File: src/common/cpu_pkg.sv
// Word-addressed core with 32-bit instructions; a fill covers at most 65535 words
`default_nettype none

package cpu_pkg;

    typedef logic [31:0] word_t;
    typedef logic [31:0] instr_t;
    typedef logic [4:0]  reg_addr_t;
    typedef logic [16:0] imm_t;
    typedef logic [26:0] target_t;
    typedef logic [15:0] fill_count_t;   // Words left in a fill
    typedef logic [3:0]  fill_data_t;

    typedef enum logic [4:0] {
        op_rtype = 5'b00000,
        op_j     = 5'b00001,
        op_bne   = 5'b00010,
        op_addi  = 5'b00101,
        op_sw    = 5'b00111,
        op_lw    = 5'b01000,
        op_fill  = 5'b01001
    } opcode_e;

    typedef enum logic [4:0] {
        alu_add = 5'b00000,
        alu_sub = 5'b00001,
        alu_and = 5'b00010,
        alu_or  = 5'b00011,
        alu_sll = 5'b00100,
        alu_sra = 5'b00101
    } alu_op_e;

    typedef enum logic [1:0] {fill_idle, fill_write, fill_release} fill_state_e;

    // --------------------
    // Instruction fields
    localparam int opcode_lsb = 27;
    localparam int rd_lsb     = 22;
    localparam int rs_lsb     = 17;
    localparam int rt_lsb     = 12;
    localparam int shamt_lsb  = 7;
    localparam int alu_op_lsb = 2;

    localparam instr_t nop_instr = '0;   // add r0, r0, r0

    localparam fill_data_t lfsr_seed     = 4'b0001;
    localparam fill_data_t lfsr_tap_mask = 4'b1100;   // x^4 + x^3 + 1

    function automatic opcode_e opcode_of(instr_t instr);
        return opcode_e'(instr[opcode_lsb +: 5]);
    endfunction

    function automatic reg_addr_t rd_of(instr_t instr);
        return instr[rd_lsb +: $bits(reg_addr_t)];
    endfunction

    function automatic reg_addr_t rs_of(instr_t instr);
        return instr[rs_lsb +: $bits(reg_addr_t)];
    endfunction

    function automatic reg_addr_t rt_of(instr_t instr);
        return instr[rt_lsb +: $bits(reg_addr_t)];
    endfunction

    // bne and sw use rd as a source, so it goes on port a
    function automatic reg_addr_t src_a_of(instr_t instr);
        return (opcode_of(instr) inside {op_bne, op_sw}) ? rd_of(instr) : rs_of(instr);
    endfunction

    function automatic reg_addr_t src_b_of(instr_t instr);
        return (opcode_of(instr) inside {op_bne, op_sw}) ? rs_of(instr) : rt_of(instr);
    endfunction

    // Writes to r0 are dropped here so bubbles never count as writers
    function automatic logic writes_reg(instr_t instr);
        return (opcode_of(instr) inside {op_rtype, op_addi, op_lw}) && (rd_of(instr) != '0);
    endfunction

    function automatic logic produces(instr_t instr, reg_addr_t src);
        return writes_reg(instr) && (rd_of(instr) == src);
    endfunction

endpackage

`default_nettype wire

File: src/common/fill_if.sv
// start is a one-cycle pulse; busy stays high from the first write cycle through release
`default_nettype none

interface fill_if;

    logic                 start;
    cpu_pkg::word_t       base;
    cpu_pkg::fill_count_t length;
    logic                 busy;           // Freeze level
    logic                 release_fill;   // Last cycle of busy
    logic                 write_en;
    cpu_pkg::word_t       address;
    cpu_pkg::word_t       write_data;

    modport requester (output start, base, length, input busy, release_fill);
    modport sequencer (input start, output busy, release_fill);
    modport store     (input start, base, output write_en, address, write_data);
    modport memory    (input busy, write_en, address, write_data);

endinterface

`default_nettype wire

File: src/execute/execute_stage.sv
// Branch and jump resolve here with two squashed slots; a fill holds this stage until release
`default_nettype none

module execute_stage (
    input  logic             clock,
    input  logic             reset,
    input  cpu_pkg::word_t   fd_pc,
    input  cpu_pkg::instr_t  fd_instr,
    input  cpu_pkg::word_t   reg_read_data_a,
    input  cpu_pkg::word_t   reg_read_data_b,
    input  logic             stall,
    fill_if.requester        fill,
    input  cpu_pkg::instr_t  fwd_mem_instr,
    input  cpu_pkg::word_t   fwd_mem_value,
    input  cpu_pkg::instr_t  fwd_wb_instr,
    input  cpu_pkg::word_t   fwd_wb_value,
    output cpu_pkg::instr_t  ex_instr,
    output cpu_pkg::word_t   ex_result,
    output cpu_pkg::word_t   ex_store_data,
    output logic             redirect,
    output cpu_pkg::word_t   redirect_target
);

    cpu_pkg::word_t     dx_pc;
    cpu_pkg::word_t     dx_a;
    cpu_pkg::word_t     dx_b;
    cpu_pkg::opcode_e   op;
    cpu_pkg::alu_op_e   alu_op;
    logic [4:0]         shamt;
    cpu_pkg::imm_t      imm;
    cpu_pkg::target_t   target;
    cpu_pkg::word_t     imm_ext;
    cpu_pkg::reg_addr_t src_a;
    cpu_pkg::reg_addr_t src_b;
    cpu_pkg::word_t     op_a;
    cpu_pkg::word_t     op_b;
    cpu_pkg::word_t     alu_result;
    logic               hold;

    // --------------------
    // Decode/execute register
    assign hold = fill.start || fill.busy;

    always_ff @(posedge clock or posedge reset) begin
        if (reset) begin
            ex_instr <= cpu_pkg::nop_instr;
        end else if (fill.release_fill) begin
            ex_instr <= cpu_pkg::nop_instr;   // Fill retires as a bubble
        end else if (!hold) begin
            ex_instr <= (redirect || stall) ? cpu_pkg::nop_instr : fd_instr;
        end
    end

    // Writeback lands on this same edge, so its value is caught on the way in
    always_ff @(posedge clock) begin
        if (!hold) begin
            dx_pc <= fd_pc;
            dx_a  <= cpu_pkg::produces(fwd_wb_instr, cpu_pkg::src_a_of(fd_instr))
                   ? fwd_wb_value : reg_read_data_a;
            dx_b  <= cpu_pkg::produces(fwd_wb_instr, cpu_pkg::src_b_of(fd_instr))
                   ? fwd_wb_value : reg_read_data_b;
        end
    end

    assign op      = cpu_pkg::opcode_of(ex_instr);
    assign alu_op  = cpu_pkg::alu_op_e'(ex_instr[cpu_pkg::alu_op_lsb +: 5]);
    assign shamt   = ex_instr[cpu_pkg::shamt_lsb +: 5];
    assign imm     = ex_instr[$bits(cpu_pkg::imm_t)-1:0];
    assign target  = ex_instr[$bits(cpu_pkg::target_t)-1:0];
    assign imm_ext = {{15{imm[16]}}, imm};

    // --------------------
    // Forwarding, memory stage wins
    assign src_a = cpu_pkg::src_a_of(ex_instr);
    assign src_b = cpu_pkg::src_b_of(ex_instr);

    assign op_a = cpu_pkg::produces(fwd_mem_instr, src_a) ? fwd_mem_value
                : cpu_pkg::produces(fwd_wb_instr, src_a)  ? fwd_wb_value : dx_a;
    assign op_b = cpu_pkg::produces(fwd_mem_instr, src_b) ? fwd_mem_value
                : cpu_pkg::produces(fwd_wb_instr, src_b)  ? fwd_wb_value : dx_b;

    always_comb begin
        case (alu_op)
            cpu_pkg::alu_sub: alu_result = op_a - op_b;
            cpu_pkg::alu_and: alu_result = op_a & op_b;
            cpu_pkg::alu_or:  alu_result = op_a | op_b;
            cpu_pkg::alu_sll: alu_result = op_a << shamt;
            cpu_pkg::alu_sra: alu_result = $signed(op_a) >>> shamt;
            default:          alu_result = op_a + op_b;
        endcase
    end

    // sw takes its base from rs on port b
    always_comb begin
        case (op)
            cpu_pkg::op_addi, cpu_pkg::op_lw: ex_result = op_a + imm_ext;
            cpu_pkg::op_sw:                   ex_result = op_b + imm_ext;
            default:                          ex_result = alu_result;
        endcase
    end

    assign ex_store_data = op_a;   // rd of a sw

    assign redirect        = (op == cpu_pkg::op_j) || ((op == cpu_pkg::op_bne) && (op_a != op_b));
    assign redirect_target = (op == cpu_pkg::op_j) ? {dx_pc[31:27], target}
                           : dx_pc + 32'd1 + imm_ext;

    // Zero length never starts the sequencer
    assign fill.start  = (op == cpu_pkg::op_fill) && (fill.length != '0) && !fill.busy;
    assign fill.base   = op_a;
    assign fill.length = imm[15:0];

endmodule

`default_nettype wire

File: src/fill/fill_counter.sv
// Length must be nonzero at start; last_word is high while one word remains
`default_nettype none

module fill_counter (
    input  logic                  clock,
    input  logic                  reset,
    input  logic                  start,
    input  cpu_pkg::fill_count_t  length,
    input  logic                  writing,
    output logic                  last_word
);

    cpu_pkg::fill_count_t remaining;

    always_ff @(posedge clock or posedge reset) begin
        if (reset) begin
            remaining <= '0;
        end else if (start) begin
            remaining <= length;
        end else if (writing) begin
            remaining <= remaining - 1'b1;
        end
    end

    assign last_word = (remaining == cpu_pkg::fill_count_t'(1));

endmodule

`default_nettype wire

File: src/fill/fill_fsm.sv
// Expects start only while idle; last_word is only looked at in the write state
`default_nettype none

module fill_fsm (
    input  logic        clock,
    input  logic        reset,
    fill_if.sequencer   fill,
    input  logic        last_word
);

    cpu_pkg::fill_state_e state;

    always_ff @(posedge clock or posedge reset) begin
        if (reset) begin
            state <= cpu_pkg::fill_idle;
        end else begin
            case (state)
                cpu_pkg::fill_idle:    if (fill.start) state <= cpu_pkg::fill_write;
                cpu_pkg::fill_write:   if (last_word) state <= cpu_pkg::fill_release;
                cpu_pkg::fill_release: state <= cpu_pkg::fill_idle;   // One cycle only
                default:               state <= cpu_pkg::fill_idle;
            endcase
        end
    end

    assign fill.busy         = (state != cpu_pkg::fill_idle);
    assign fill.release_fill = (state == cpu_pkg::fill_release);

endmodule

`default_nettype wire

File: src/fill/fill_store_unit.sv
// LFSR runs every cycle, so consecutive fill words are consecutive states and never zero
`default_nettype none

module fill_store_unit (
    input  logic     clock,
    input  logic     reset,
    fill_if.store    fill,
    input  logic     writing
);

    cpu_pkg::word_t      base;
    cpu_pkg::word_t      offset;
    cpu_pkg::fill_data_t lfsr;
    logic                feedback;

    always_ff @(posedge clock) begin
        if (fill.start) begin
            base   <= fill.base;
            offset <= '0;
        end else if (writing) begin
            offset <= offset + 32'd1;
        end
    end

    // --------------------
    // Fibonacci LFSR, x^4 + x^3 + 1
    assign feedback = ^(lfsr & cpu_pkg::lfsr_tap_mask);

    always_ff @(posedge clock or posedge reset) begin
        if (reset) begin
            lfsr <= cpu_pkg::lfsr_seed;
        end else begin
            lfsr <= {lfsr[2:0], feedback};
        end
    end

    assign fill.write_en   = writing;
    assign fill.address    = base + offset;
    assign fill.write_data = cpu_pkg::word_t'(lfsr);   // Zero-extended

endmodule

`default_nettype wire

File: src/source/front_end.sv
// PC counts words; redirect, stall and freeze are never raised together by the core
`default_nettype none

module front_end (
    input  logic                clock,
    input  logic                reset,
    output cpu_pkg::word_t      imem_address,
    input  cpu_pkg::instr_t     imem_data,
    input  logic                redirect,
    input  cpu_pkg::word_t      redirect_target,
    input  logic                freeze,
    input  cpu_pkg::instr_t     ex_instr,
    output cpu_pkg::reg_addr_t  reg_read_addr_a,
    output cpu_pkg::reg_addr_t  reg_read_addr_b,
    output cpu_pkg::word_t      fd_pc,
    output cpu_pkg::instr_t     fd_instr,
    output logic                stall
);

    cpu_pkg::word_t     pc;
    cpu_pkg::opcode_e   fd_op;
    logic               uses_a;
    logic               uses_b;
    logic               ex_is_load;
    cpu_pkg::reg_addr_t ex_rd;

    assign imem_address = pc;

    // --------------------
    // PC and fetch/decode register
    always_ff @(posedge clock or posedge reset) begin
        if (reset) begin
            pc       <= '0;
            fd_pc    <= '0;
            fd_instr <= cpu_pkg::nop_instr;
        end else if (redirect) begin
            pc       <= redirect_target;
            fd_instr <= cpu_pkg::nop_instr;   // Squash the wrong-path fetch
        end else if (!(stall || freeze)) begin
            pc       <= pc + 32'd1;
            fd_pc    <= pc;
            fd_instr <= imem_data;
        end
    end

    // --------------------
    // Register read selection
    assign fd_op           = cpu_pkg::opcode_of(fd_instr);
    assign reg_read_addr_a = cpu_pkg::src_a_of(fd_instr);
    assign reg_read_addr_b = cpu_pkg::src_b_of(fd_instr);

    assign uses_a = (fd_op != cpu_pkg::op_j);
    assign uses_b = fd_op inside {cpu_pkg::op_rtype, cpu_pkg::op_bne, cpu_pkg::op_sw};

    // Load data is only ready from writeback, one bubble closes the gap
    assign ex_is_load = (cpu_pkg::opcode_of(ex_instr) == cpu_pkg::op_lw);
    assign ex_rd      = cpu_pkg::rd_of(ex_instr);

    assign stall = ex_is_load && (ex_rd != '0)
                 && ((uses_a && (ex_rd == reg_read_addr_a))
                  || (uses_b && (ex_rd == reg_read_addr_b)));

endmodule

`default_nettype wire

File: src/source/mem_wb_unit.sv
// Fill writes take the data memory port; the memory stage only sees bubbles during a fill
`default_nettype none

module mem_wb_unit (
    input  logic                clock,
    input  logic                reset,
    input  cpu_pkg::instr_t     ex_instr,
    input  cpu_pkg::word_t      ex_result,
    input  cpu_pkg::word_t      ex_store_data,
    fill_if.memory              fill,
    output cpu_pkg::word_t      dmem_address,
    output cpu_pkg::word_t      dmem_write_data,
    output logic                dmem_write_enable,
    input  cpu_pkg::word_t      dmem_read_data,
    output cpu_pkg::instr_t     fwd_mem_instr,
    output cpu_pkg::instr_t     fwd_wb_instr,
    output cpu_pkg::word_t      fwd_mem_value,
    output cpu_pkg::word_t      fwd_wb_value,
    output logic                reg_write_enable,
    output cpu_pkg::reg_addr_t  reg_write_addr,
    output cpu_pkg::word_t      reg_write_data
);

    cpu_pkg::instr_t  em_instr;
    cpu_pkg::instr_t  mw_instr;
    cpu_pkg::word_t   em_result;
    cpu_pkg::word_t   em_store_data;
    cpu_pkg::word_t   mw_value;
    cpu_pkg::word_t   mem_value;
    cpu_pkg::opcode_e em_op;

    always_ff @(posedge clock or posedge reset) begin
        if (reset) begin
            em_instr <= cpu_pkg::nop_instr;
            mw_instr <= cpu_pkg::nop_instr;
        end else begin
            em_instr <= fill.busy ? cpu_pkg::nop_instr : ex_instr;   // Drain under freeze
            mw_instr <= em_instr;
        end
    end

    always_ff @(posedge clock) begin
        em_result     <= ex_result;
        em_store_data <= ex_store_data;
        mw_value      <= mem_value;
    end

    // --------------------
    // Memory stage
    assign em_op     = cpu_pkg::opcode_of(em_instr);
    assign mem_value = (em_op == cpu_pkg::op_lw) ? dmem_read_data : em_result;

    assign dmem_address      = fill.write_en ? fill.address : em_result;
    assign dmem_write_data   = fill.write_en ? fill.write_data : em_store_data;
    assign dmem_write_enable = fill.write_en || (em_op == cpu_pkg::op_sw);

    assign fwd_mem_instr = em_instr;
    assign fwd_mem_value = mem_value;
    assign fwd_wb_instr  = mw_instr;
    assign fwd_wb_value  = mw_value;

    // --------------------
    // Writeback
    assign reg_write_enable = cpu_pkg::writes_reg(mw_instr);
    assign reg_write_addr   = cpu_pkg::rd_of(mw_instr);
    assign reg_write_data   = mw_value;

endmodule

`default_nettype wire

File: src/source/processor.sv
// Memories and register file are external with combinational reads; r0 writes must be ignored
`default_nettype none

module processor (
    input  logic                clock,
    input  logic                reset,
    output cpu_pkg::word_t      imem_address,
    input  cpu_pkg::word_t      imem_data,
    output cpu_pkg::word_t      dmem_address,
    output cpu_pkg::word_t      dmem_write_data,
    output logic                dmem_write_enable,
    input  cpu_pkg::word_t      dmem_read_data,
    output logic                reg_write_enable,
    output cpu_pkg::reg_addr_t  reg_write_addr,
    output cpu_pkg::word_t      reg_write_data,
    output cpu_pkg::reg_addr_t  reg_read_addr_a,
    output cpu_pkg::reg_addr_t  reg_read_addr_b,
    input  cpu_pkg::word_t      reg_read_data_a,
    input  cpu_pkg::word_t      reg_read_data_b
);

    cpu_pkg::word_t  fd_pc;
    cpu_pkg::instr_t fd_instr;
    logic            stall;
    logic            redirect;
    cpu_pkg::word_t  redirect_target;
    cpu_pkg::instr_t ex_instr;
    cpu_pkg::word_t  ex_result;
    cpu_pkg::word_t  ex_store_data;
    cpu_pkg::instr_t fwd_mem_instr;
    cpu_pkg::word_t  fwd_mem_value;
    cpu_pkg::instr_t fwd_wb_instr;
    cpu_pkg::word_t  fwd_wb_value;
    logic            front_freeze;
    logic            fill_writing;
    logic            last_word;

    fill_if fill_bus ();

    // Front end also holds in the start cycle so the fill stays in execute
    assign front_freeze = fill_bus.start || fill_bus.busy;
    assign fill_writing = fill_bus.busy && !fill_bus.release_fill;

    front_end u_front_end (
        .clock           (clock),
        .reset           (reset),
        .imem_address    (imem_address),
        .imem_data       (imem_data),
        .redirect        (redirect),
        .redirect_target (redirect_target),
        .freeze          (front_freeze),
        .ex_instr        (ex_instr),
        .reg_read_addr_a (reg_read_addr_a),
        .reg_read_addr_b (reg_read_addr_b),
        .fd_pc           (fd_pc),
        .fd_instr        (fd_instr),
        .stall           (stall)
    );

    execute_stage u_execute_stage (
        .clock           (clock),
        .reset           (reset),
        .fd_pc           (fd_pc),
        .fd_instr        (fd_instr),
        .reg_read_data_a (reg_read_data_a),
        .reg_read_data_b (reg_read_data_b),
        .stall           (stall),
        .fill            (fill_bus.requester),
        .fwd_mem_instr   (fwd_mem_instr),
        .fwd_mem_value   (fwd_mem_value),
        .fwd_wb_instr    (fwd_wb_instr),
        .fwd_wb_value    (fwd_wb_value),
        .ex_instr        (ex_instr),
        .ex_result       (ex_result),
        .ex_store_data   (ex_store_data),
        .redirect        (redirect),
        .redirect_target (redirect_target)
    );

    mem_wb_unit u_mem_wb_unit (
        .clock             (clock),
        .reset             (reset),
        .ex_instr          (ex_instr),
        .ex_result         (ex_result),
        .ex_store_data     (ex_store_data),
        .fill              (fill_bus.memory),
        .dmem_address      (dmem_address),
        .dmem_write_data   (dmem_write_data),
        .dmem_write_enable (dmem_write_enable),
        .dmem_read_data    (dmem_read_data),
        .fwd_mem_instr     (fwd_mem_instr),
        .fwd_wb_instr      (fwd_wb_instr),
        .fwd_mem_value     (fwd_mem_value),
        .fwd_wb_value      (fwd_wb_value),
        .reg_write_enable  (reg_write_enable),
        .reg_write_addr    (reg_write_addr),
        .reg_write_data    (reg_write_data)
    );

    // --------------------
    // Fill block
    fill_fsm u_fill_fsm (
        .clock     (clock),
        .reset     (reset),
        .fill      (fill_bus.sequencer),
        .last_word (last_word)
    );

    fill_counter u_fill_counter (
        .clock     (clock),
        .reset     (reset),
        .start     (fill_bus.start),
        .length    (fill_bus.length),
        .writing   (fill_writing),
        .last_word (last_word)
    );

    fill_store_unit u_fill_store_unit (
        .clock   (clock),
        .reset   (reset),
        .fill    (fill_bus.store),
        .writing (fill_writing)
    );

endmodule

`default_nettype wire

File: config.mk
export PLATFORM = sky130hd
export DESIGN_NAME = processor
export DESIGN_NICKNAME = d
export VERILOG_FILES = /design/src/common/cpu_pkg.sv /design/src/common/fill_if.sv /design/src/execute/execute_stage.sv /design/src/fill/fill_counter.sv /design/src/fill/fill_fsm.sv /design/src/fill/fill_store_unit.sv /design/src/source/front_end.sv /design/src/source/mem_wb_unit.sv /design/src/source/processor.sv
export SDC_FILE = /design/constraint.sdc
export NUM_CORES = 2
export LEC_CHECK = 0
export BUFFER_PORTS_ARGS = -buffer_cell sky130_fd_sc_hd__buf_2
export CORE_ASPECT_RATIO = 0.5
export CORE_MARGIN = 2
export CORE_UTILIZATION = 55
export CTS_BUF_LIST = sky130_fd_sc_hd__clkbuf_2
export DETAILED_ROUTE_END_ITERATION = 12
export PLACE_DENSITY = 0.74
export SYNTH_ARGS = -nofsm -noshare
export SYNTH_HDL_FRONTEND = slang
export SYNTH_SLANG_ARGS = --single-unit
File: constraint.sdc
create_clock -name clock -period 27 [get_ports clock]
set_clock_uncertainty 0.05 [all_clocks]
set_input_delay 0 -clock clock [delete_from_list [all_inputs] [get_ports clock]]
set_output_delay 0 -clock clock [all_outputs]
set_load 0.01 [all_outputs]
* Word level (Yosys, flattened, before mapping)
Cells that the tools add are included.
** Storage, ports and cells
- Flip-flop bits (word level) :: 470
- Latch bits :: 0
- RAM bits :: 0
- ROM bits :: 0
- Bits of input ports :: 130
- Output and inout port bits :: 145
- Word-level logic and storage cells :: 140
- Memories kept :: 0
** Cells by class
- $add $sub $neg :: 10
- Multipliers :: 0
- Div/mod/pow operators :: 0
- $lt $le $gt $ge :: 0
- Equal/unequal tests :: 35
- Shift-type cells :: 2
- Multiplexer cells :: 29
- Bitwise gates (word level) :: 4
- Reduce and logical (&&, ||, !) cells :: 43
** Operators with widths (count)
- 2-to-1 mux 32 bit :: 18
- adder 32 bit :: 5
- one-hot mux 32 bit (5 select lines) :: 1
- adder 32 x 1 -> 32 bit, second input constant :: 3
- one-hot mux 32 bit (2 select lines) :: 1
- == test 5 x 3 -> 1 bit, second input constant :: 8
- == test 5 bit :: 8
- AND 32 bit :: 1
- 2-to-1 mux 16 bit :: 2
- != test 32 bit :: 1
- bitwise OR 32 bit :: 1
- << shifter 32 x 5 -> 32 bit :: 1
- >>> shifter 32 x 5 -> 32 bit :: 1
- subtractor 32 bit :: 1
- == test 5 x 2 -> 1 bit, second input constant :: 4
- == test 5 x 4 -> 1 bit, second input constant :: 4
- 2-to-1 mux 5 bit :: 4
- == test 16 x 1 -> 1 bit, second input constant :: 1
- logical AND 1 bit :: 16
- nonzero test 16 bit :: 1
- subtractor 16 x 1 -> 16 bit, second input constant :: 1
- logical NOT 5 bit :: 3
- nonzero test 5 bit :: 3
- == test 5 x 1 -> 1 bit, second input constant :: 2
- 16 further kinds :: 32

* Longest topological paths before layout
- Word-level depth :: 14
- Depth in mapped cells :: 27
- Depth with buffers taken out :: 24

* By module
A second synthesis with hierarchy kept.
** Unflattened totals
- Cells, all modules :: 3935
- Area, all modules :: 35439.0 µm²
** By module, submodules not included
- execute_stage :: times used 1, cells each 2451, area each 19586.3 µm², seq. area each 3683.5 µm²
- mem_wb_unit :: times used 1, cells each 348, area each 5238.8 µm², seq. area each 3523.4 µm²
- front_end :: times used 1, cells each 548, area each 5143.7 µm², seq. area each 2402.3 µm²
- fill_store_unit :: times used 1, cells each 476, area each 4424.2 µm², seq. area each 1702.9 µm²
- fill_counter :: times used 1, cells each 101, area each 945.9 µm², seq. area each 400.4 µm²
- fill_fsm :: times used 1, cells each 9, area each 87.6 µm², seq. area each 50.0 µm²
- processor :: times used 1, cells each 2, area each 12.5 µm², seq. area each 0.0 µm²

* Least setup slack after synthesis
Ideal clock, no wire load.
- Path type :: flip-flop to flip-flop
- From :: reg u_execute_stage.ex_instr[7]
- To :: reg u_front_end.fd_pc[10]
- Library setup time :: 125 ps
- Arrival time :: 10724 ps
- Data required time :: 26825 ps
- Path slack :: 16101 ps
- Stages on the path, launching flop included :: 12
- Path buffers :: 2
- Period minus slack after synthesis :: 10899 ps
- Path through :: dfrtp_1 -> clkbuf_1 -> nor2_1 -> nand2_1 -> nor3_1 -> nand4_1 -> and3_1 -> nor3_1 -> o21ai_1 -> nor2_1 -> clkbuf_1 -> mux2_2
** Between the ends
- Longest elaborated chain between the ends :: 7
** Ends and longest elaborated chain
- start, declared :: line execute_stage.sv:17 : output cpu_pkg::instr_t ex_instr,
- start signal, assigned :: line execute_stage.sv:46 : ex_instr <= cpu_pkg::nop_instr;
- start signal, assigned :: line execute_stage.sv:48 : ex_instr <= cpu_pkg::nop_instr;
- start signal, assigned :: line execute_stage.sv:50 : ex_instr <= (redirect || stall) ? cpu_pkg::nop_instr : fd_instr;
- nonzero test 16 bit :: line execute_stage.sv:109 : assign fill.start = (op == cpu_pkg::op_fill) && (fill.length != '0) && !fill.busy;
- logical AND 1 bit (2 in a row) :: line execute_stage.sv:109
- logical OR 1 bit :: line processor.sv:41 : assign front_freeze = fill_bus.start || fill_bus.busy;
- logical OR 1 bit :: line front_end.sv:39 : end else if (!(stall || freeze)) begin
- NOT 1 bit (no line)
- AND reduction 2 bit (no line)
- end signal, assigned :: line front_end.sv:41 : fd_pc <= pc;
- end, declared :: line front_end.sv:15 : output cpu_pkg::word_t fd_pc,
No other way between the ends.
A chain may end at the register's enable or synchronous reset.

* Final worst setup path
- From :: reg u_execute_stage.ex_instr[30]
- To :: reg u_front_end.pc[30] (netlist: u_front_end.imem_address[30])
** Between the ends
- Longest elaborated chain between the ends :: 11
- Elaborated cells between the ends (all ways) :: 32
- Those cells by class :: eq/ne: 11; mux: 8; reduce/logical: 13
** Ends and longest elaborated chain
- == test 5 x 2 -> 1 bit / == test 5 x 3 -> 1 bit (equally long branches) :: line cpu_pkg.sv:67, cpu_pkg.sv:71, execute_stage.sv:104
- nonzero test 2 bit :: line cpu_pkg.sv:67, cpu_pkg.sv:71
- 2-to-1 mux 5 bit (on tied branches) :: line cpu_pkg.sv:67, cpu_pkg.sv:71
- == test 5 bit :: line cpu_pkg.sv:80 : return writes_reg(instr) && (rd_of(instr) == src);
- logical AND 1 bit :: line cpu_pkg.sv:80
- 2-to-1 mux 32 bit (on tied branches) :: line execute_stage.sv:78, execute_stage.sv:80
- 2-to-1 mux 32 bit (on tied branches) :: line execute_stage.sv:77, execute_stage.sv:79
- != test 32 bit :: line execute_stage.sv:104 : assign redirect = (op == cpu_pkg::op_j) || ((op == cpu_pkg::op_bne) && (op_a != op_b));
- logical AND 1 bit :: line execute_stage.sv:104
- logical OR 1 bit :: line execute_stage.sv:104
- != test 2 x 1 -> 1 bit (no line) / 2-to-1 mux 32 bit (equally long branches)
- end signal, assigned :: line front_end.sv:37 : pc <= redirect_target;
- end signal, assigned :: line front_end.sv:40 : pc <= pc + 32'd1;
- end, declared :: line front_end.sv:20 : cpu_pkg::word_t pc;
Several ways; a longest one is shown, not always the timed one.

==> impl_metrics.json <==
{
  "post-route-min-period_ns": 9.04,
  "hold_viol_final": 0,
  "synth.most_common_cell": "nand2_1",
  "ys_ff_latch": 426,
  "ys_seq_area_share_pct": 32.8,
  "required_ns": 28.17,
  "startpoint_type": "register",
  "cap_violations": 0,
  "r2r_start": "u_execute_stage.ex_instr[30]",
  "cts_resized": 0,
  "ys.flop_type": "dfrtp_1",
  "synthTopCellsByCount": "nand2_1 (352), nor2_1 (281), a21oi_1 (250), o21ai_0 (250), ha_1 (199)",
  "die-area_sq_um": 61100,
  "coreArea_sq_um": 57900,
  "cts_tree": "done",
  "crit_slowest_cell": "nor3_1",
  "grt_pass1_vias": 32900,
  "cts_buffers": 98,
  "path_clk_slew_ns": 0.18,
  "syn_to_final_growth_pct": 20.5,
  "via_count": 33600,
  "holdPathStages": 4,
  "yosys_warnings": 0,
  "cts-htree-levels": 3,
  "crit_arrival_ns": 10.20,
  "fin_cells": 5079,
  "ys_types": 104,
  "regToRegEndpoint": "u_front_end.imem_address[30]",
  "holdPathEnd": "u_execute_stage.dx_b[10]",
  "async_flop_share_pct": 39.9,
  "place_inst": 4524,
  "grt.overflow.total": 0,
  "syn_area_sq_um": 32500,
  "io_buffers": 274,
  "die-height_microns": 176,
  "cp_common_cell": "a21oi_1",
  "synth_top_cell_area_share_pct": 13.0,
  "path_cells": "or3b_2 -> o21ai_0 -> a21oi_1 -> or4_1 -> nor4_4 -> buf_4 -> mux2i_1 -> o21ai_0 -> ha_1 -> or4_1 -> nor4_1 -> nand3_1 -> nor3_1 -> nor4_2 -> buf_4 -> nor2_1 -> nand2_1 -> a21oi_1 -> a21oi_1 -> a21o_1",
  "postSynthAreaPerCell_sq_um": 8.94,
  "drt-total-wl_mm": 139,
  "grt_usage_pct": 44.3,
  "drtAntennaViolNets": 0,
  "worstSetupPathType": "reg2reg",
  "dpl.hpwl_mm": 93.7,
  "fmax_ghz": 0.111,
  "syn_inst": 3634,
  "routedWlPerCell_microns": 27.3,
  "critPathMaxFanout": 37,
  "worst_pin_slew_ns": 1.19,
  "status": "finished, final reports clean",
  "end_kind": "register",
  "grt_max_degree": 97,
  "hp-start": "reg_read_data_b[10]",
  "layout-drive-gt1-share_pct": 18.8,
  "slowest_delay_ns": 0.94,
  "num_io_pins": 275,
  "row_count": 62,
  "setup_tns_ns": 0,
  "reg2reg_slack_ns": 17.97,
  "start_util_pct": 56.1,
  "drcViolationCount": 0,
  "clock_sinks": 426,
  "hold_class": "in2reg",
  "maxSlewHeadroom_pct": 20.5,
  "rsz0062_at_grt": "no",
  "die_x_microns": 348,
  "vias_per_cell": 6.62,
  "antenna_found_initial": 14,
  "finalCritPeriodShare_pct": 33.5,
  "slew_viol_final": 0,
  "fin_util_pct": 67.7,
  "clk_path_buf_depth": 3,
  "yosysTopAreaCell": "dfrtp_1",
  "clock_latency_ns": 1.43,
  "synth.area.top_cells": "dfrtp_1 (13%), edfxtp_1 (12%), dfxtp_1 (7.9%)",
  "setup_viol": 0,
  "grt_pass1_wl_mm": 204,
  "drt_iter0_markers": 4121,
  "drtPass1Iterations": 8,
  "synth_nets": 3968,
  "cts_root_buffer": "clkbuf_2",
  "place_congestion": 1.08,
  "r2r_cells": 20,
  "finalNetCount": 4552,
  "synth-edff-count": 128
}
[flip-flops by register name, indices dropped and copies added, names as in the netlist]
register,count
u_fill_store_unit.offset,32
u_execute_stage.dx_pc,32
u_mem_wb_unit.fwd_wb_value,32
u_fill_counter.remaining,16
u_mem_wb_unit.em_store_data,32
u_front_end.fd_pc,32
u_fill_store_unit.lfsr,4
u_mem_wb_unit.em_result,32
u_fill_store_unit.base,32
u_front_end.imem_address,32
u_mem_wb_unit.fwd_mem_instr,10
u_mem_wb_unit.fwd_wb_instr,10
u_execute_stage.ex_instr,32
u_execute_stage.dx_a,32
u_front_end.fd_instr,32
u_fill_fsm.state,2
u_execute_stage.dx_b,32
[routing by layer]
metal  GRT usage (%)  wire, microns  vias to the layer above
li1                -              -                    14500
met1            56.8          55000                    16200
met2            66.8          59300                     2328
met3            13.2          15500                      602
met4            25.3           8720                        8
met5               0             56                        -
[cell families after synthesis]
family          share of synthesized area (%)
simple gates                             15.0
mux                                      13.2
xor+xnor                                 5.32
compound gates                           20.8
buf+inv                                  4.86
fa+ha+maj                                7.97
flops                                    32.8
[worst max-delay path: cells and delay by family (launching register included)]
kind | cells | cell delay [ns]
and+or+nand+nor | 10 | 5.31
AOI/OAI and AO/OA | 6 | 1.35
buffers and inverters | 2 | 0.91
adders and majority gates | 1 | 0.52
DFF | 1 | 0.48
muxes | 1 | 0.16
[cell usage in the layout (no fill, tap or decap), drive strengths merged, types with 23 or more instances in the layout]
master       instances
inv                179
a21o                53
dfxtp              128
mux2               177
a21oi              250
ha                 199
nor4                28
buf                339
nand2              353
o22ai               30
o211ai              23
a22o                37
xor2                79
o21ai              256
dfrtp              169
mux4                33
edfxtp             128
nor2               282
clkbuf             150
nand4               26
nand2b              27
a31oi               57
a211oi              45
mux2i              151
clkinv              23
and2                27
and3                26
dlygate4sd3        361
a221oi              32
nor3                77
nand3               85
nor2b               45
xnor2              116
[metrics by stage]
stage	hold slack (ns)	worst slack [ns]	instance area, sq um
after floorplan	0.0807	16.10	32500
after global placement	0.185	18.46	34500
after detailed placement	0.190	18.36	34500
after CTS	0.000738	18.29	39100
after global routing	-0.0159	17.47	39100
final	0.0185	17.97	39200
[worst max-delay path by stage]
stage,slack [ns],depth (start not counted),end,startpoint
2_1_floorplan,16.10,11,u_front_end.fd_pc[10],u_execute_stage.ex_instr[7]
3_3_place_gp,18.46,20,u_front_end.imem_address[30],u_execute_stage.ex_instr[30]
3_5_place_dp,18.36,20,u_front_end.imem_address[30],u_execute_stage.ex_instr[30]
4_1_cts,18.29,20,u_front_end.imem_address[30],u_execute_stage.ex_instr[30]
5_1_grt,17.47,20,u_front_end.imem_address[30],u_execute_stage.ex_instr[27]
6_report,17.97,20,u_front_end.imem_address[30],u_execute_stage.ex_instr[30]
[final cells by class]
class                      count  area, sq um
sequential                   426        10700
tap                          768          961
fill                        4487        18700
multi-input combinational   2817        20300
antenna                       13         32.5
clock buffer                 150          751
inverter                     175          662
timing repair buffer         700         5490
clock inverter                30          249
[repair_timing]
item                       CTS  global route
hold buffers               362             0
buffers inserted             0             0
hold endpoints to repair   393             0
setup endpoints to repair    0             0
Power is left out: the tool's default activity adds up to more than one toggle a clock period on the data nets, which glitch-free logic cannot reach.
